==> config.mk <==
export PLATFORM = sky130hd
export DESIGN_NAME = accessBuffer_flat
export DESIGN_NICKNAME = d
export VERILOG_FILES = /design/src/logic/cpuPkg.sv /design/src/logic/memReqIf.sv /design/src/logic/accessBuffer.sv /design/src/flat_wrapper.sv
export SDC_FILE = /design/constraint.sdc
export NUM_CORES = 1
export LEC_CHECK = 0
export BUFFER_PORTS_ARGS = -buffer_cell sky130_fd_sc_hd__buf_2
export CAP_MARGIN = 40
export CORE_MARGIN = 2
export CORE_UTILIZATION = 40
export DETAILED_ROUTE_END_ITERATION = 6
export PLACE_DENSITY = 0.76
export SYNTH_ARGS = -nofsm -noshare
export SYNTH_HDL_FRONTEND = slang
export SYNTH_SLANG_ARGS = --single-unit
==> constraint.sdc <==
create_clock -name clk -period 4.5 [get_ports clk]
set_clock_uncertainty 0.2 [all_clocks]
set_input_delay 0.225 -clock clk [delete_from_list [all_inputs] [get_ports clk]]
set_output_delay 0.225 -clock clk [all_outputs]
set_load 0.005 [all_outputs]
==> src/logic/cpuPkg.sv <==
package cpuPkg;

    localparam int addrWidth = 32;
    localparam int dataWidth = 32;
    localparam int nickWidth = 4; // load/store buffer entry tag.

    // byte lane select within one data word.
    localparam int byteIdxWidth = $clog2(dataWidth / 8);

    // access length as seen on the load/store side.
    typedef enum logic [1:0] {
        lenByte = 2'd0, // 1 byte.
        lenHalf = 2'd1, // 2 bytes.
        lenWord = 2'd2  // 4 bytes.
    } accessLen;

endpackage

==> src/logic/memReqIf.sv <==
`timescale 1ns/10ps

interface memReqIf;

    logic                          en;    // one-cycle request strobe.
    logic                          store; // high for a store.
    logic [cpuPkg::addrWidth-1:0]  addr;
    logic [cpuPkg::dataWidth-1:0]  wdata;
    cpuPkg::accessLen              len;
    logic                          busy;  // memory side working.
    logic                          done;  // one-cycle completion.
    logic [cpuPkg::dataWidth-1:0]  rdata; // load data, valid with done.

    modport issuer (
        output en,
        output store,
        output addr,
        output wdata,
        output len,
        input  busy,
        input  done,
        input  rdata
    );

    modport server (
        input  en,
        input  store,
        input  addr,
        input  wdata,
        input  len,
        output busy,
        output done,
        output rdata
    );

endinterface

==> src/logic/accessBuffer.sv <==
`timescale 1ns/10ps

module accessBuffer (
    input  logic                         clk,
    input  logic                         rst,
    input  logic                         rdy,
    input  logic                         slbEn,
    input  logic                         slbStore,
    input  logic [cpuPkg::addrWidth-1:0] slbAddr,
    input  logic [cpuPkg::dataWidth-1:0] slbData,
    input  cpuPkg::accessLen             slbLen,
    input  logic [cpuPkg::nickWidth-1:0] slbNick,
    output logic                         slbReady,
    output logic                         slbDone,
    output logic [cpuPkg::dataWidth-1:0] slbRdata,
    output logic [cpuPkg::nickWidth-1:0] slbDoneNick,
    memReqIf.issuer                      mem
);

    logic                         occupied;
    logic                         issued; // en already sent for this entry.
    logic                         enQ;
    logic                         storeQ;
    logic [cpuPkg::addrWidth-1:0] addrQ;
    logic [cpuPkg::dataWidth-1:0] dataQ;
    cpuPkg::accessLen             lenQ;
    logic [cpuPkg::nickWidth-1:0] nickQ;
    logic                         accept;

    assign slbReady = ~occupied;
    assign accept   = slbEn & slbReady;

    assign mem.en    = enQ;
    assign mem.store = storeQ;
    assign mem.addr  = addrQ;
    assign mem.wdata = dataQ;
    assign mem.len   = lenQ;

    always_ff @(posedge clk) begin
        if (rst) begin
            occupied    <= 1'b0;
            issued      <= 1'b0;
            enQ         <= 1'b0;
            slbDone     <= 1'b0;
            slbRdata    <= '0;
            slbDoneNick <= '0;
        end else if (rdy) begin
            slbDone <= mem.done;
            if (mem.done) begin
                slbRdata    <= mem.rdata;
                slbDoneNick <= nickQ;
                occupied    <= 1'b0; // entry free again.
                issued      <= 1'b0;
            end else if (accept) begin
                occupied <= 1'b1;
            end
            if (occupied && !issued && !mem.busy) begin
                enQ    <= 1'b1;
                issued <= 1'b1;
            end else begin
                enQ <= 1'b0;
            end
        end
    end

    // request payload, held while the entry is occupied.
    always_ff @(posedge clk) begin
        if (rdy && accept) begin
            storeQ <= slbStore;
            addrQ  <= slbAddr;
            dataQ  <= slbData;
            lenQ   <= slbLen;
            nickQ  <= slbNick;
        end
    end

    // a refused request stays on slbEn until it is taken.
    slbHoldsRequest: assert property (@(posedge clk) disable iff (rst)
        (rdy && slbEn && !slbReady) |=> slbEn);

    enNotWhileBusy: assert property (@(posedge clk) disable iff (rst)
        mem.en |-> !mem.busy);

endmodule

==> src/flat_wrapper.sv <==
// flat-port wrapper written by rule: the top's interface ports become plain ports
module accessBuffer_flat 
  (clk, rst, rdy, slbEn, slbStore, slbAddr, slbData, slbLen, slbNick, slbReady, slbDone, slbRdata, slbDoneNick, mem_en, mem_store, mem_addr, mem_wdata, mem_len, mem_busy, mem_done, mem_rdata);
  memReqIf mem_i ();
  input  logic clk;
  input  logic rst;
  input  logic rdy;
  input  logic slbEn;
  input  logic slbStore;
  input  logic [cpuPkg::addrWidth-1:0] slbAddr;
  input  logic [cpuPkg::dataWidth-1:0] slbData;
  input  cpuPkg::accessLen slbLen;
  input  logic [cpuPkg::nickWidth-1:0] slbNick;
  output logic slbReady;
  output logic slbDone;
  output logic [cpuPkg::dataWidth-1:0] slbRdata;
  output logic [cpuPkg::nickWidth-1:0] slbDoneNick;
  output wire logic [$bits(mem_i.en)-1:0] mem_en;
  output wire logic [$bits(mem_i.store)-1:0] mem_store;
  output wire logic [$bits(mem_i.addr)-1:0] mem_addr;
  output wire logic [$bits(mem_i.wdata)-1:0] mem_wdata;
  output wire logic [$bits(mem_i.len)-1:0] mem_len;
  input wire logic [$bits(mem_i.busy)-1:0] mem_busy;
  input wire logic [$bits(mem_i.done)-1:0] mem_done;
  input wire logic [$bits(mem_i.rdata)-1:0] mem_rdata;
  assign mem_en = mem_i.en;
  assign mem_store = mem_i.store;
  assign mem_addr = mem_i.addr;
  assign mem_wdata = mem_i.wdata;
  assign mem_len = mem_i.len;
  assign mem_i.busy = mem_busy;
  assign mem_i.done = mem_done;
  assign mem_i.rdata = mem_rdata;
  accessBuffer u_core (.clk(clk), .rst(rst), .rdy(rdy), .slbEn(slbEn), .slbStore(slbStore), .slbAddr(slbAddr), .slbData(slbData), .slbLen(slbLen), .slbNick(slbNick), .slbReady(slbReady), .slbDone(slbDone), .slbRdata(slbRdata), .slbDoneNick(slbDoneNick), .mem(mem_i));
endmodule
==> results.cfg <==
[flow_run]
max-cap-violations = 0

[cts]
htree_num_levels = 3
clkTransAtPathRegs_ns = 0.10
cts_tree = built
cts.sink_count = 111
clkLatencyLatePin_ns = 0.36
clk_path_buf_depth = 2
numCtsBuffers = 9
cts-root-buf = clkbuf_8

[synth]
yosys_register_bits = 111
syn_inst = 251
synth_adder_area_share = 0
synth-seq-area-share = 0.750
synthesis.area_per_instance_um2 = 15.6
post_synth_mux_area_share = 0.00256
synthDominantCellAreaShare = 0.545
synth.distinct_cells = 17
synth_area_leaders = edfxtp_1 55%, dfxtp_1 20%, a21bo_2 4.9%
synth_xor_xnor_area_share = 0
synthesis.area_um2 = 3910
post_synthesis_simple_gate_area_fraction = 0.0534
main_combinational_cell_family_by_area_after_synthesis = compound AO/OA/AOI/OAI gates
synth-compound-area-share = 0.147
syn-num-nets = 360
synth_top_cell_by_area = edfxtp_1
yosysWarnings = 0

[layout]
fin_area_um2 = 6230
mostFrequentLayoutCell = buf_2
final_layout_size_suffix_gt1_frac = 0.446
num-nets-final = 672
commonest_non_fill_non_tap_cells_in_the_layout = 214 x buf_2, 105 x dlygate4sd3_1, 71 x edfxtp_1
final_util = 0.646
nFillCells = 700
synthToLayoutAreaGrowth_pct = 59.4

[critical_path]
critical_path.endpoint = u_core.mem.wdata[16]$_DFFE_PP_
timing.critical_path.slowest_stage_cell = buf_4
critPathCaptureType = flop
timing.critical_path.max_delay_family = buffers and inverters
cp.depth = 5
crit_path_from = slbEn
worst_ep_arrival_time_ns = 1.75
timing.reg2reg.worst_path_depth = 2
setup.worst_path.start_class = primary input
reg2reg_setup_slack_ns = 2.75
cp.required_ns = 4.28
r2r_end = u_core.mem.wdata[16]$_DFFE_PP_
reg2reg_from = u_core.occupied$_SDFFE_PP0P_
worst-setup-path-type = in -> reg
critical_path.max_stage_delay_ns = 0.68
timing.critical_path.buf_inv = 3
critical_path.cell_chain = dlygate4sd3_1, buf_2, nand2_1, nor2_4, buf_4
crit_fanout = 71

[drt]
post_drt_via_cell_ratio = 4.64
routed_wl_um = 11300
first_iter_violations = 68
route.detailed.drc = 0
detailedRoute.firstPassIterationCount = 4
route.detailed.wl_per_inst_um = 16.1
detailroute.via_count = 3255
antenna_left = 0

[global_routing]
gr-usage-all-layers = 0.202
number_of_global_route_vias_before_repair = 3216
maximum_number_of_pins_on_one_net_before_global_route_repair = 78
globalRouteOverflowTotal = 0
antenna_found_initial = 1
global_route_wire_length_before_repair_um = 15800

[pwr]
total_power_mw = 1.95
leakagePower_nw = 2.67
worst_ir_drop_vdd_v = 0.000226
power_density_nw_per_um2 = 312

[timing]
unrepaired_setup_endpoints_after_global_routing = false
maxSlewViolCount = 0
report.final.hold_viol_count = 0
timing_worst_slew_pin_value_ns = 0.871
post-route-period-util = 0.436
max_clock_freq_ghz = 0.509
fin_crit_ns = 1.96
setup-violations-final = 0
max_slew_margin = 0.419
setup_tns_ns = 0

[floorplanning]
floorplan.io_pins = 215
coreArea_um2 = 9640
start_util = 0.406
die_h_um = 103
floorplan.die.width_um = 103
floorplan.die_area_um2 = 10600
fp-row-count = 36

[hold_path]
hold_path_class = in -> reg

[place]
globalplace.congestion = 0.760
place.detailed.hpwl_um = 6250
post_dp_cell_area_um2 = 5000
port-buffer-count = 214

[run_status]
status = finished, final reports clean
## repair_timing
item	CTS	global route
setup buffers	0	0
resized for setup	0	0
hold buffers	105	0
endpoints found under the hold margin	106	0
## cell usage after synthesis
master and n:
inv_1 1, dfxtp_1 40, nand2b_1 1, a21bo_1 18, a21bo_2 19, nand4bb_1 1, buf_6 11, nand3_1 36
edfxtp_1 71, a221oi_2 1, clkbuf_1 4, nand2_1 1, buf_8 1, a21oi_1 38, mux2i_1 1, nor2_1 2
buf_2 5
## worst register-to-register path: cells and delay by family (launching register included)
family / cells / cell delay (ns)
buffers and inverters: 1 / 0.68
DFF: 1 / 0.36
and+or+nand+nor: 1 / 0.10
## layer usage
metal,share of wire,wire length [um],global-route usage,vias up
met2,0.49,5590,0.352,165
li1,-,-,-,1555
met5,0,0,0,-
met4,0.024,269,0.0921,0
met1,0.36,4110,0.203,1515
met3,0.12,1330,0.103,20
## power by group
part	switching, mW	internal [mW]
Clock	0.344	0.209
Sequential	0.0148	1.13
Combinational	0.104	0.142
Total	0.463	1.48
## stage by stage
stage | std cells | worst slack (ns) | hold slack (ns)
6_report | 701 | 2.54 | 0.0267
3_5_place_dp | 580 | 2.67 | 0.203
2_1_floorplan | 251 | 0.284 | 0.124
4_1_cts | 700 | 2.55 | 0.0199
3_3_place_gp | 580 | 2.70 | 0.201
5_1_grt | 701 | 2.45 | 0.0248
## layout make-up
| cell class | instances | area (um2) | area share |
|---|---|---|---|
| clock buffers | 9 | 124 | 0.0199 |
| inverters | 1 | 3.75 | 0.000602 |
| well taps | 133 | 166 | 0.0267 |
| repair buffers | 322 | 2140 | 0.344 |
| flip-flops and latches | 111 | 2930 | 0.471 |
| clock inverters | 6 | 55.1 | 0.00884 |
| multi-input cells | 118 | 802 | 0.129 |
| diodes | 1 | 2.50 | 0.000402 |
## registers in the layout, summed over array words and instances (netlist names)
name / count
u_core.mem.len: 2
u_core.slbDone: 1
u_core.mem.addr: 32
u_core.slbDoneNick: 4
u_core.occupied: 1
u_core.mem.store: 1
u_core.nickQ: 4
u_core.slbRdata: 32
u_core.mem.wdata: 32
u_core.issued: 1
u_core.mem.en: 1
## how the worst min path moves through the flow
stage	startpoint	to	slack [ns]	cells past startpoint
final	rdy	u_core.occupied$_SDFFE_PP0P_	0.03	3
after global placement	slbAddr[28]	u_core.mem.addr[28]$_DFFE_PP_	0.20	1
after detailed placement	slbData[12]	u_core.mem.wdata[12]$_DFFE_PP_	0.20	1
after floorplan	slbAddr[0]	u_core.mem.addr[0]$_DFFE_PP_	0.12	0
after CTS	rdy	u_core.occupied$_SDFFE_PP0P_	0.02	3
after global routing	rdy	u_core.occupied$_SDFFE_PP0P_	0.02	3
## logic make-up (layout without fill, tap and decap cells)
group	after synthesis	after routing
muxes	1	1
AOI/OAI and AO/OA	76	76
DFF	111	111
and+or+nand+nor	41	41
other	0	1
buffers and inverters	22	338
No activity file was read; power rests on OpenSTA's default activity.
