## config.mk

```make
export PLATFORM = sky130hd
export DESIGN_NAME = byteCounter
export DESIGN_NICKNAME = d
export VERILOG_FILES = /design/src/logic/cpuPkg.sv /design/src/logic/memPkg.sv /design/src/logic/byteCounter.sv
export SDC_FILE = /design/constraint.sdc
export NUM_CORES = 1
export LEC_CHECK = 0
export BUFFER_PORTS_ARGS = -buffer_cell sky130_fd_sc_hd__buf_2
export CORE_AREA = 2 2 39 41
export CTS_BUF_LIST = sky130_fd_sc_hd__clkbuf_4 sky130_fd_sc_hd__clkbuf_8
export CTS_CLUSTER_DIAMETER = 60
export CTS_CLUSTER_SIZE = 12
export DETAILED_ROUTE_END_ITERATION = 8
export DIE_AREA = 0 0 41 43
export PLACE_DENSITY = 0.37
export SLEW_MARGIN = 30
export SYNTH_ARGS = -nofsm -noshare
export SYNTH_HDL_FRONTEND = slang
export SYNTH_SLANG_ARGS = --single-unit
```

## constraint.sdc

```tcl
create_clock -name clk -period 2.4 [get_ports clk]
set_input_delay 0.36 -clock clk [delete_from_list [all_inputs] [get_ports clk]]
set_output_delay 0.36 -clock clk [all_outputs]
set_load 0.01 [all_outputs]
```

## src/logic/cpuPkg.sv

```systemverilog
package cpuPkg;

    localparam int addrWidth = 32;
    localparam int dataWidth = 32;
    localparam int nickWidth = 4; // load/store buffer entry tag.

    // byte lane select within one data word.
    localparam int byteIdxWidth = $clog2(dataWidth / 8);

    // access length as seen on the load/store side.
    typedef enum logic [1:0] {
        lenByte = 2'd0, // 1 byte.
        lenHalf = 2'd1, // 2 bytes.
        lenWord = 2'd2  // 4 bytes.
    } accessLen;

endpackage

```

## src/logic/memPkg.sv

```systemverilog
package memPkg;

    // states of the byte sequencer.
    typedef enum logic [2:0] {
        idle       = 3'd0,
        readBytes  = 3'd1, // one ram read per byte.
        readTail   = 3'd2, // last read byte arrives from the ram.
        writeBytes = 3'd3, // one ram write per byte.
        finish     = 3'd4  // done pulse.
    } seqState;

    // data ram size in bytes, a power of two.
    localparam int ramDepthDefault = 1024;

endpackage

```

## src/logic/byteCounter.sv

```systemverilog
`timescale 1ns/10ps

module byteCounter (
    input  logic                            clk,
    input  logic                            rst,
    input  logic                            rdy,
    input  logic                            load,
    input  logic                            step,
    input  cpuPkg::accessLen                len,
    input  memPkg::seqState                 state,
    output logic [cpuPkg::byteIdxWidth-1:0] count,
    output logic                            last
);

    logic [cpuPkg::byteIdxWidth:0] total; // bytes in this access.

    always_comb begin
        case (len)
            cpuPkg::lenByte: total = 'd1;
            cpuPkg::lenHalf: total = 'd2;
            default:         total = 'd4;
        endcase
    end

    always_ff @(posedge clk) begin
        if (rst) begin
            count <= '0;
        end else if (rdy) begin
            if (load) begin
                count <= '0;
            end else if (step) begin
                count <= count + 1'b1;
            end
        end
    end

    assign last = ({1'b0, count} == total - 1'b1);

    countWithinTotal: assert property (@(posedge clk) disable iff (rst)
        (state == memPkg::readBytes || state == memPkg::writeBytes)
        |-> ({1'b0, count} < total));

endmodule

```

==> results_dict.tcl, run 1 <==
set metrics [dict create \
    critPathSlowestCell "or4_1" \
    via_count 146 \
    syn-num-nets 26 \
    boundaryPins 13 \
    tightestPinTransition_ns 0.200 \
    worst_skew_pair.late_latency_ns 0.22 \
    cp_data_arrival_time_ns 1.31 \
    r2r_end "count[1]" \
    cts_sinks 2 \
    holdPathEnd "count[1]" \
    seqCellArea_sq_um 40.0 \
    largestRegisters "count (2)" \
    cp_data_required_time_ns 2.04 \
    cts_resized 0 \
    antennaDiodeCount 0 \
    final_common_cell "buf_2" \
    synth_area_leader_cell "dfxtp_1" \
    post_cts_buffers 0 \
    drt_iter0_drc 4 \
    hold_path.class "primary input to flop" \
    yosys_warnings 0 \
    cts-buffers-inserted 3 \
    maxCapViolCount 0 \
    clockBufferDepth 2 \
    wl_per_cell_um 8.02 \
    largest_reg_flops 2 \
    core-area_sq_um 1380 \
    dpl.hpwl_um 282 \
    io_buffer_count 9 \
    cp_num_buf_inv 1 \
    h-tree-depth 1 \
    vias_per_cell 3.32 \
    path_class "flop to output port" \
    critPathMaxStageDelay_ns 0.52 \
    ctsHoldBuffers 0 \
    rr_worst_depth 3 \
    grt_overflow_total 0 \
    peakVddDrop_mv 0.308 \
    layout_common_cells "buf_2 (9), a21oi_1 (3), o21ai_0 (3), clkbuf_4 (3)" \
    critical-path-top-delay-family "simple AND/OR/NAND/NOR gates" \
    row_count 14 \
    path_cells "or4_1 > o21ai_0 > buf_2" \
    clkSlewWorstSetupHoldPaths_ns 0.03 \
    cts_tree "built" \
    place_inst 41 \
    p_per_area_nw_per_um2 594 \
    synth_top_area_frac 0.327 \
    crit_path_start_kind "flop" \
    leakagePower_nw 0.0981 \
    grt_max_degree 7 \
    syn-cell-area_sq_um 123 \
    antenna_left 0 \
    r2r_start "count[0]" \
    worstHoldStart "rst" \
    multiInputGateArea_sq_um 75.1 \
    ys_seq_elements 2 \
    setup_violations 0 \
    area_growth_pct 71.4 \
    hold_viol_final 0 \
    grt_pass1_vias 133 \
    hold_path_depth 2 \
    top_register "count" \
    cp-end-kind "output port" \
    drive_gt1_frac 0.429 \
    crit_fanout 6 \
    fin_skew_ns 0.00379 \
    stdcell_count 44 \
    die_x_um 41 \
    synth_area_leaders "dfxtp_1 (33%), a21oi_1 (12%), o21ai_0 (12%)" \
    grt_setup_unrepaired "no" \
    gp_congestion 0.587 \
    tns_ns 0 \
    grtUsageTotal 0.0591 \
    r2r_setup_slack_ns 1.55 \
    drcViolationCount 0 \
    fp.dieArea_sq_um 1760 \
    netlist-cell-type-count 10 \
    cts_root_buf "clkbuf_4" \
    fp.dieH_um 43 \
    grt_antenna_before_repair 0 \
    synth-seq-area-share 0.327 \
    wl_um 353 \
    fin_crit_sh 0.695 \
    synthCells 16 \
    outcome "completed" \
    synth_area_per_cell_sq_um 7.66 \
    post-route-min-period_ns 1.67 \
    maxSlewHeadroom 0.866 \
    grt_pass1_wl_um 565 \
    nNetsFinal 40 \
    nFillCells 163 \
    slew_violations 0 \
    initial_utilization 0.0886 \
    first_pass_iters 2 \
    max_freq_ghz 0.600 \
]
worst max-delay path by stage:
stage                     slack (ns)   end     start  depth (start not counted)
final                           0.73  last  count[0]                          3
after global routing            0.64  last  count[0]                          3
after CTS                       0.72  last  count[0]                          3
after detailed placement        0.91  last    len[0]                          4
after global placement          0.90  last    len[0]                          4
after floorplan                 1.02  last  count[0]                          2
cells in the mapped netlist:
cell and n:
a21oi_1 3, o21ai_0 3, dfxtp_1 2, inv_1 2
and3b_1 1, mux2i_1 1, nand3b_1 1, nor2_1 1
nor3b_1 1, or4_1 1
power by group:
part	total, mW	internal (mW)	leakage, nW	switching [mW]
registers	0.0357	0.0344	0.0162	0.00129
logic	0.0153	0.00822	0.0680	0.00711
clock network	0.0738	0.0551	0.0138	0.0187
total	0.125	0.0977	0.0981	0.0271
per-layer routing:
layer | GRT usage | vias up | routed length, um
met5 | 0 | - | 0
met4 | 0.0400 | 0 | 0
met3 | 0.0942 | 0 | 86
met2 | 0.0375 | 12 | 75
met1 | 0.0732 | 52 | 191
li1 | - | 82 | -
per-stage QoR:
stage	util	hold slack (ns)	total power [mW]	setup slack [ns]	cell area (sq um)
global placement	0.136	0.534	0.0517	0.902	188
CTS	0.152	0.300	0.129	0.720	210
finish	0.152	0.304	0.125	0.732	210
floorplan	-	0.429	0.0424	1.02	123
detailed placement	0.136	0.531	0.0515	0.907	188
global route	0.152	0.295	0.137	0.645	210
logic make-up (layout without fill, tap and decap cells):
family / after synthesis / in the layout / share of synthesized area
AO/OA/AOI/OAI: 6 / 6 / 0.245
AND/OR/NAND/NOR: 5 / 5 / 0.286
flip-flops: 2 / 2 / 0.327
buffers and inverters: 2 / 14 / 0.0612
multiplexers: 1 / 1 / 0.0816
worst register-to-register path, stage by stage (launching register included):
cell and delay (ns):
dfxtp_1 0.41, a21oi_1 0.09, o21ai_0 0.15, a21oi_1 0.08
cell type report:
class	count	share of cell area
Timing Repair Buffer	9	0.214
Tap cell	16	0.0952
Multi-Input combinational cell	12	0.357
Inverter	2	0.0357
Clock buffer	3	0.107
Sequential cell	2	0.190
(Power assumes the default switching activity.)
==> run 2: changes to the inputs <==
Settings changed: ABC_AREA from default to 1.
Clock period 2.4 ns to 1.7 ns, I/O delays scaled along.
==> run 2 against run 1 <==
Net effect: combinational power grew 110%; clock power rose by 38%; critical path type unchanged; routed wire length shrank 10%; die area unchanged; critical endpoint unchanged; sequential share of layout area decreased by 0.76 points; total power increased by 48%; worst setup slack got worse by 0.27 ns; clock skew is 0.0032 ns lower; sequential power is 45% higher; core utilization up 0.63 points; global-route usage is 1.4 points lower.
==> results_dict.tcl, run 2 <==
set metrics [dict create \
    grt_pass1_vias 149 \
    cp-end-kind "output port" \
    worstHoldStart "rst" \
    clkPwrFrac 0.550 \
    clockBufferDepth 2 \
    p_per_area_nw_per_um2 845 \
    fin_skew_ns 0.000547 \
    crit_path_start_kind "flop" \
    synth_area_per_cell_sq_um 6.57 \
    gp_congestion 0.630 \
    grtUsageTotal 0.0451 \
    internal_power_uw 142 \
    fin_crit_sh 0.730 \
    largestRegisters "count (2)" \
    cts_resized 0 \
    dpl.hpwl_um 270 \
    cts_sinks 2 \
    hold_viol_final 0 \
    outcome "completed" \
    switching_share 0.232 \
    synthFlopType "dfxtp_1" \
    boundaryPins 13 \
    cp_data_arrival_time_ns 0.99 \
    antenna_left 0 \
    synth_area_leader_cell "dfxtp_1" \
    ys_seq_elements 2 \
    antennaDiodeCount 0 \
    io_buffer_count 9 \
    final_common_cell "buf_2" \
    grt_max_degree 5 \
    ys_async_sr_fraction 0 \
    slew_violations 0 \
    cp_data_required_time_ns 1.44 \
    path_class "flop to output port" \
    grt_overflow_total 0 \
    synthCells 20 \
    ctsHoldBuffers 0 \
    row_count 14 \
    power_frac_seq 0.279 \
    leakagePower_nw 0.122 \
    via_count 161 \
    vias_per_cell 3.35 \
    max_freq_ghz 0.806 \
    synth_enable_flop_cells 0 \
    tightestPinTransition_ns 0.152 \
    hold_path.class "primary input to flop" \
    place_inst 45 \
    wl_um 316 \
    syn-cell-area_sq_um 131 \
    stdcell_count 48 \
    post-place-ws_ns 0.630 \
    synth_area_leaders "dfxtp_1 (30%), xor2_1 (13%), nand2_1 (11%)" \
    drt_iter0_drc 0 \
    synth.most_common_cell "nand2_1" \
    largest_reg_flops 2 \
    grt_setup_unrepaired "no" \
    h-tree-depth 1 \
    yosys_warnings 0 \
    drcViolationCount 0 \
    worst_skew_pair.late_latency_ns 0.22 \
    maxSlewHeadroom 0.899 \
    cts_root_buf "clkbuf_4" \
    synth_top_area_frac 0.305 \
    fp.dieH_um 43 \
    pwr-share-comb 0.171 \
    top_register "count" \
    core-area_sq_um 1380 \
    drive_gt1_frac 0.469 \
    synth-seq-area-share 0.305 \
    clkSlewWorstSetupHoldPaths_ns 0.03 \
    die_x_um 41 \
    wl_per_cell_um 6.58 \
    layout_common_cells "buf_2 (9), nand2_1 (4), nor2_1 (3), inv_1 (3), clkbuf_4 (3)" \
    power_uw 185 \
    tns_ns 0 \
    nFillCells 175 \
    synth_commonest_cells "nand2_1 (4), inv_1 (3), nor2_1 (3)" \
    area_growth_pct 66.7 \
    grt_antenna_before_repair 0 \
    syn-num-nets 30 \
    netlist-cell-type-count 10 \
    post-route-min-period_ns 1.24 \
    peakVddDrop_mv 0.130 \
    setup_violations 0 \
    fp.dieArea_sq_um 1760 \
    first_pass_iters 1 \
    cts-buffers-inserted 3 \
    nNetsFinal 44 \
    maxCapViolCount 0 \
    switching_power_uw 43.0 \
    post_cts_buffers 0 \
    grt_pass1_wl_um 469 \
    startpoint "count[0]" \
    r2r_start "count[0]" \
    crit_fanout 3 \
    cts_tree "built" \
    setup_slack_ns 0.459 \
    initial_utilization 0.0949 \
]
[run 2: cell types whose count changed after synthesis, sizes merged, moves of 2 or more]
cell	before	now
inv	2	4
nand2	0	4
o21ai	3	0
xor2	0	2
nor2	1	4
[run 2: logic make-up (layout without fill, tap and decap cells)]
group           after synthesis  after routing  synth area share
simple gates                 10             10             0.371
buf+inv                       4             16             0.114
compound gates                2              2            0.0762
xor+xnor                      2              2             0.133
flops                         2              2             0.305
[run 2: critical path, cell delays in order (launching register included)]
cell     delay (ns)
dfxtp_1        0.35
inv_2          0.06
xor2_1         0.15
nor2_1         0.07
buf_2          0.13
[run 2: final timing paths]
kind / endpoint / slack, ns / depth (start not counted)
min: count[1] / 0.21 / 2
min reg2reg: count[1] / 0.50 / 2
max reg2reg: count[1] / 0.92 / 5
max: last / 0.46 / 4
[run 2: cell type report]
class | count | area, sq um | area share
repair buffers | 9 | 45.0 | 0.206
flip-flops and latches | 2 | 40.0 | 0.183
multi-input cells | 14 | 76.3 | 0.349
clock buffers | 3 | 22.5 | 0.103
well taps | 16 | 20.0 | 0.0914
inverters | 4 | 15.0 | 0.0686
[run 2: per-layer routing]
layer  track usage  share of wire  vias up
met4        0.0600              0        0
met2        0.0500           0.47        5
met5             0              0        -
met1        0.0447           0.39       69
li1              -              -       87
met3        0.0314           0.13        0
[run 2: stage by stage]
step | instance area [sq um] | hold slack [ns] | utilization
floorplan | 131 | 0.324 | -
global placement | 196 | 0.433 | 0.142
detailed placement | 196 | 0.436 | 0.142
CTS | 219 | 0.200 | 0.158
global route | 219 | 0.208 | 0.158
finish | 219 | 0.205 | 0.158
[run 2: power groups by stage]
stage,clock [mW],sequential [mW],combinational [mW]
global route,0.112,0.0518,0.0366
floorplan,0,0.0533,0.0165
detailed placement,0,0.0522,0.0323
finish,0.102,0.0516,0.0316
global placement,0,0.0523,0.0322
CTS,0.108,0.0517,0.0324
