==> config.mk <==
export PLATFORM = sky130hd
export DESIGN_NAME = wordAssembler
export DESIGN_NICKNAME = d
export VERILOG_FILES = /design/src/logic/cpuPkg.sv /design/src/logic/wordAssembler.sv
export SDC_FILE = /design/constraint.sdc
export NUM_CORES = 1
export LEC_CHECK = 0
export BUFFER_PORTS_ARGS = -buffer_cell sky130_fd_sc_hd__buf_2
export CORE_UTILIZATION = 42
export DETAILED_ROUTE_END_ITERATION = 16
export MAX_ROUTING_LAYER = met4
export PLACE_DENSITY = 0.77
export SKIP_CTS_REPAIR_TIMING = 1
export SLEW_MARGIN = 15
export SYNTH_ARGS = -nofsm -noshare
export SYNTH_HDL_FRONTEND = slang
export SYNTH_SLANG_ARGS = --single-unit
==> constraint.sdc <==
create_clock -name clk -period 1.68 [get_ports clk]
set_clock_uncertainty 0.05 [all_clocks]
set_input_delay 0.084 -clock clk [delete_from_list [all_inputs] [get_ports clk]]
set_output_delay 0.084 -clock clk [all_outputs]
set_load 0.02 [all_outputs]
==> src/logic/cpuPkg.sv <==
package cpuPkg;

    localparam int addrWidth = 32;
    localparam int dataWidth = 32;
    localparam int nickWidth = 4; // load/store buffer entry tag.

    // byte lane select within one data word.
    localparam int byteIdxWidth = $clog2(dataWidth / 8);

    // access length as seen on the load/store side.
    typedef enum logic [1:0] {
        lenByte = 2'd0, // 1 byte.
        lenHalf = 2'd1, // 2 bytes.
        lenWord = 2'd2  // 4 bytes.
    } accessLen;

endpackage

==> src/logic/wordAssembler.sv <==
`timescale 1ns/10ps

module wordAssembler (
    input  logic                            clk,
    input  logic                            rst,
    input  logic                            rdy,
    input  logic                            clear,
    input  logic                            capture,
    input  logic [cpuPkg::byteIdxWidth-1:0] byteIndex,
    input  logic [7:0]                      readByte,
    input  logic [cpuPkg::dataWidth-1:0]    wdataIn,
    output logic [7:0]                      writeByte,
    output logic [cpuPkg::dataWidth-1:0]    word
);

    // lanes not captured stay zero, so short loads come out zero-extended.
    always_ff @(posedge clk) begin
        if (rst) begin
            word <= '0;
        end else if (rdy) begin
            if (clear) begin
                word <= '0;
            end else if (capture) begin
                word[byteIndex*8 +: 8] <= readByte; // lane 0 is the lowest address.
            end
        end
    end

    assign writeByte = wdataIn[byteIndex*8 +: 8];

endmodule

==> flow_metrics.py, run 1 <==
metrics = {
    "routing": {
        "drt_iter0_drc": 154,
        "ant_nets": 0,
        "vias_per_cell": 5.75,
        "wire_per_inst_um": 15.1,
        "first_pass_iters": 4,
        "via_count": 1896,
        "wl_mm": 5.00,
        "post-route-drc-count": 0,
    },
    "floorplanning": {
        "fp.dieH_um": 67.8,
        "die_w_um": 67.8,
        "boundaryPins": 87,
        "start_util": 0.445,
        "core_area_mm2": 0.00409,
        "rows": 23,
        "dieArea_mm2": 0.00460,
    },
    "global_routing": {
        "grt_first_pass_wirelength_mm": 7.65,
        "overflow": 0,
        "grt_usage": 0.235,
        "grt_pass1_vias": 1696,
        "grt_max_degree": 33,
        "antenna_found_initial": 0,
    },
    "layout": {
        "top_register": "word",
        "diodes": 0,
        "biggestRegsByFlops": "word x32",
        "drive_gt1_frac": 0.396,
        "largest_register_ffs": 32,
        "nets": 331,
        "final_cells": 330,
        "area_delta_synth_final_pct": 28.5,
        "final_area_mm2": 0.00234,
        "post-route-util": 0.573,
        "fillers": 403,
    },
    "clock_tree": {
        "cts.sinks": 32,
        "clk_pin_slew_ns": 0.06,
        "root_buffer": "clkbuf_8",
        "cts_tree": "built",
        "worstSkewPairLatency_ns": 0.28,
        "cts_buffer_depth": 2,
        "cts_buffers": 5,
        "htreeDepth": 2,
    },
    "synthesis": {
        "synthCells": 199,
        "ys_ff_latch": 32,
        "syn_nets": 251,
        "avgSynthCellArea_um2": 9.15,
        "synth_area_mm2": 0.00182,
        "seq_area_frac_synth": 0.352,
        "yosysWarnings": 0,
        "ys_types": 21,
    },
    "sta": {
        "period_minus_slack_ns": 1.35,
        "whs_ns": 0.0732,
        "relSlewSlack": 0.558,
        "period_share": 0.804,
        "hold_viol": 0,
        "maxSlewViolCount": 0,
        "tns_ns": 0,
        "setup_violations": 0,
        "worst_pin_slew_ns": 0.663,
        "rsz0062_at_grt": "false",
        "fmax_mhz": 740,
        "setup_slack_ns": 0.329,
    },
    "critical_path": {
        "arrival_ns": 1.22,
        "worstSetupPathType": "in2out",
        "critPathLaunchType": "input port",
        "path_max_fanout": 28,
        "required_ns": 1.55,
        "worstRegToRegCells": 2,
        "cp-end-kind": "output pin",
    },
    "placement": {
        "hpwl_mm": 3.52,
        "routabilityCongestion": 0.808,
        "pre_cts_slack_ns": 0.0870,
        "placedCellCount": 322,
        "port_buffers": 86,
        "placed_area_mm2": 0.00225,
    },
    "worst_hold_path": {
        "hold_class": "in2reg",
        "hold_path_depth": 3,
    },
    "power": {
        "vdd_drop_max_uv": 306,
        "power_mw": 1.69,
        "leakagePower_nw": 1.06,
        "powerDensity_mw_per_mm2": 722,
    },
    "run_status": {
        "status": "complete, no violations",
    },
    "job": {
        "drv_cap": 0,
    },
}
-- worst max-delay path, cell delays in order --
cell,delay (ns)
buf_2,0.09
buf_4,0.31
mux4_2,0.55
buf_2,0.17
-- cells in the mapped netlist --
cell | number | area, µm²
nand4_1 | 32 | 200
buf_2 | 3 | 15.0
a21oi_1 | 36 | 180
and3b_1 | 9 | 78.8
clkbuf_4 | 1 | 7.51
nor3b_4 | 1 | 18.8
nor3b_1 | 8 | 60.1
inv_1 | 2 | 7.51
dfxtp_1 | 32 | 641
and3_1 | 8 | 50.1
mux4_2 | 8 | 180
nor4b_4 | 1 | 23.8
a21o_4 | 1 | 15.0
buf_4 | 3 | 22.5
o21ai_1 | 8 | 40.0
inv_2 | 1 | 3.75
clkbuf_1 | 10 | 37.5
buf_6 | 3 | 33.8
o21ai_0 | 24 | 120
a21o_1 | 3 | 22.5
ha_1 | 5 | 62.6
-- layout make-up --
class | instances | area [µm²] | area share
Sequential cell | 32 | 641 | 0.274
Tap cell | 50 | 62.6 | 0.0267
Multi-Input combinational cell | 144 | 1050 | 0.450
Clock buffer | 8 | 90.1 | 0.0385
Timing Repair Buffer | 93 | 483 | 0.206
Inverter | 3 | 11.3 | 0.00481
-- path summary, 6_finish.rpt --
path / startpoint / to / slack [ns]
max: byteIndex[0] / writeByte[3] / 0.33
min: readByte[7] / word[7] / 0.07
max reg2reg: word[29] / word[29] / 0.95
min reg2reg: word[14] / word[14] / 0.42
-- cells in the final DEF, fill, tap and decap left out, drive strengths merged --
master and n:
buf 93, a21oi 36, nand4 32, dfxtp 32, o21ai 32, and3b 9, nor3b 9, mux4 8
and3 8, clkbuf 8, ha 5, a21o 4, inv 3, nor4b 1
-- power by group --
| part | internal [mW] | switching (mW) | total, mW | leakage [nW] |
|---|---|---|---|---|
| combinational | 0.130 | 0.190 | 0.320 | 0.758 |
| clock | 0.334 | 0.273 | 0.607 | 0.0455 |
| sequential | 0.761 | 0.00108 | 0.762 | 0.258 |
-- logic make-up (layout without fill, tap and decap cells) --
group	count (synthesis)	count (layout)	share of synthesized area
DFF	32	32	0.352
buffers and inverters	23	104	0.0701
AOI/OAI and AO/OA	72	72	0.208
adders and majority gates	5	5	0.0344
and+or+nand+nor	59	59	0.237
muxes	8	8	0.0990
-- per-layer routing --
layer  up-vias  share of wire  global-route usage
met5         -              0                   -
met4         0          0.014              0.0859
met3         6          0.076              0.0500
met2        89           0.48               0.387
met1       870           0.43               0.282
li1        931              -                   -
Power figures use the tool's default switching activity.
==> run 2, diff against run 1 <==
--- a/config.mk
+++ b/config.mk
@@ -5,11 +5,12 @@
 export SDC_FILE = /design/constraint.sdc
 export NUM_CORES = 1
 export LEC_CHECK = 0
+export ABC_AREA = 1
 export BUFFER_PORTS_ARGS = -buffer_cell sky130_fd_sc_hd__buf_2
-export CORE_UTILIZATION = 42
+export CORE_UTILIZATION = 47
 export DETAILED_ROUTE_END_ITERATION = 16
 export MAX_ROUTING_LAYER = met4
-export PLACE_DENSITY = 0.77
+export PLACE_DENSITY = 0.8
 export SKIP_CTS_REPAIR_TIMING = 1
 export SLEW_MARGIN = 15
 export SYNTH_ARGS = -nofsm -noshare
==> constraint.sdc (replaced) <==
create_clock -name clk -period 1.35 [get_ports clk]
set_clock_uncertainty 0.05 [all_clocks]
set_input_delay 0.0675 -clock clk [delete_from_list [all_inputs] [get_ports clk]]
set_output_delay 0.0675 -clock clk [all_outputs]
set_load 0.02 [all_outputs]
==> flow_metrics.py, run 2 <==
metrics = {
    "sta": {
        "relSlewSlack": 0.781,
        "rsz0062_at_grt": "false",
        "maxSlewViolCount": 0,
        "tns_ns": 0,
        "worst_pin_slew_ns": 0.329,
        "period_share": 0.797,
        "period_minus_slack_ns": 1.08,
        "hold_viol": 0,
        "fmax_mhz": 929,
        "setup_violations": 0,
    },
    "worst_hold_path": {
        "hold_path_depth": 5,
        "min-delay-start": "readByte[4]",
        "min_to": "word[4]",
        "hold_class": "in2reg",
    },
    "floorplanning": {
        "fp.dieH_um": 66.0,
        "boundaryPins": 87,
        "die_w_um": 66.0,
        "dieArea_mm2": 0.00435,
        "start_util": 0.507,
        "rows": 22,
        "core_area_mm2": 0.00380,
    },
    "routing": {
        "via_count": 2122,
        "wire_per_inst_um": 10.6,
        "post-route-drc-count": 0,
        "vias_per_cell": 4.65,
        "drt_iter0_drc": 100,
        "wl_mm": 4.81,
        "ant_nets": 0,
        "first_pass_iters": 4,
    },
    "clock_tree": {
        "cts_buffers": 5,
        "clk_pin_slew_ns": 0.06,
        "cts_tree": "built",
        "root_buffer": "clkbuf_8",
        "worstSkewPairLatency_ns": 0.28,
        "cts_buffer_depth": 2,
        "cts.sinks": 32,
        "htreeDepth": 2,
    },
    "critical_path": {
        "cp_common_cell": "buf_2",
        "arrival_ns": 0.96,
        "worstRegToRegCells": 4,
        "critPathLaunchType": "input port",
        "cp-end-kind": "output pin",
        "slowest_stage": "buf_4",
        "r2r-end": "word[27]",
        "required_ns": 1.23,
        "path_max_fanout": 16,
        "slowest_delay_ns": 0.20,
        "worstPathCellList": "buf_2, inv_2, buf_4, nor2_1, o22ai_1, buf_2",
        "r2r_setup_slack_ns": 0.67,
        "worstSetupPathType": "in2out",
        "crit_start": "byteIndex[0]",
        "r2r-start": "word[27]",
        "crit_buf_inv": 4,
        "crit_family": "buffers and inverters",
    },
    "layout": {
        "drive_gt1_frac": 0.284,
        "area_delta_synth_final_pct": 30.4,
        "top_register": "word",
        "biggestRegsByFlops": "word x32",
        "largest_register_ffs": 32,
        "nets": 459,
        "final_common_cell": "nor2_1",
        "diodes": 0,
        "final_cells": 456,
        "mostFrequentLayoutCells": "104 x nor2_1, 86 x buf_2, 76 x nand2_1",
    },
    "synthesis": {
        "synth_top_area_cell": "dfxtp_1",
        "synth_edf_count": 0,
        "synth.most_common_cell": "nor2_1",
        "ys_types": 19,
        "synthCells": 319,
        "avgSynthCellArea_um2": 6.03,
        "synth_top_area_frac": 0.333,
        "ys_async_sr_fraction": 0,
        "yosysWarnings": 0,
        "synth_area_mm2": 0.00192,
        "synth-main-ff-cell": "dfxtp_1",
        "syn_nets": 371,
        "synth_area_leaders": "dfxtp_1 33%, nor2_1 21%, nand2_1 15%, inv_1 6.8%, nand3_1 4.7%",
        "ys_ff_latch": 32,
        "synth_common_cells": "106 x nor2_1, 78 x nand2_1, 35 x inv_1",
        "seq_area_frac_synth": 0.333,
    },
    "global_routing": {
        "grt_max_degree": 33,
        "grt_pass1_vias": 1930,
        "grt_first_pass_wirelength_mm": 8.07,
        "grt_usage": 0.243,
        "overflow": 0,
        "antenna_found_initial": 0,
    },
    "power": {
        "vdd_drop_max_uv": 591,
        "leakagePower_nw": 1.39,
        "powerDensity_mw_per_mm2": 971,
    },
    "placement": {
        "port_buffers": 86,
        "routabilityCongestion": 0.918,
        "hpwl_mm": 3.69,
        "placedCellCount": 448,
    },
    "job": {
        "drv_cap": 0,
    },
    "run_status": {
        "status": "complete, no violations",
    },
}
[run 2: cell types whose count changed in the layout (fill, tap and decap cells not counted), sizes merged, moves of 9 or more]
cell / change
inv: +33
nand3: +21
o21ai: -15
and3b: -9
nor3b: -9
a21oi: -36
nand2: +78
nor2: +108
nand4: -32
[run 2: logic make-up after synthesis]
group,count (synthesis),synth area share
AOI/OAI and AO/OA,25,0.0722
DFF,32,0.333
and+or+nand+nor,209,0.451
buffers and inverters,48,0.112
adders and majority gates,5,0.0325
[run 2: worst register-to-register path, delay by kind of cell, from the launching register on]
family	cells	cell delay (ns)
AND/OR/NAND/NOR	3	0.19
buffers and inverters	1	0.04
flip-flops	1	0.34
[run 2: layout make-up]
| cell class | instances | area, µm² |
|---|---|---|
| Fill cell | 368 | 1290 |
| Timing Repair Buffer | 93 | 483 |
| Clock buffer | 8 | 90.1 |
| Inverter | 36 | 135 |
| Tap cell | 48 | 60.1 |
| Sequential cell | 32 | 641 |
| Multi-Input combinational cell | 239 | 1100 |
[run 2: where the power goes]
part	leakage, nW	switching [mW]	internal, mW	total (mW)
clock network	0.0455	0.327	0.415	0.742
registers	0.263	0.0304	1.01	1.04
logic	1.08	0.414	0.241	0.655
total	1.39	0.771	1.67	2.44
[run 2: through the flow]
step            util  hold WS [ns]  setup WS, ns  instance area (µm²)  total power, mW
6_report       0.661         0.102         0.273                 2510             2.44
5_1_grt        0.661         0.121         0.225                 2510             2.57
4_1_cts        0.661        0.0983         0.285                 2510             2.46
3_5_place_dp   0.637         0.397        0.0405                 2420             1.71
3_3_place_gp   0.637         0.395        0.0857                 2420             1.70
2_1_floorplan      -         0.205        0.0183                 1970             1.50
[run 2: metal layers]
layer,vias up,share of wire,track usage
met2,46,0.47,0.374
met5,-,0,-
met3,9,0.037,0.0500
met4,0,0.014,0.104
li1,1147,-,-
met1,920,0.48,0.308
[run 2: worst max-delay path by stage]
stage | endpoint | depth (start not counted)
after global placement | word[4] | 10
final | writeByte[3] | 6
after floorplan | word[10] | 10
after CTS | writeByte[3] | 6
after global routing | word[6] | 10
after detailed placement | word[2] | 10
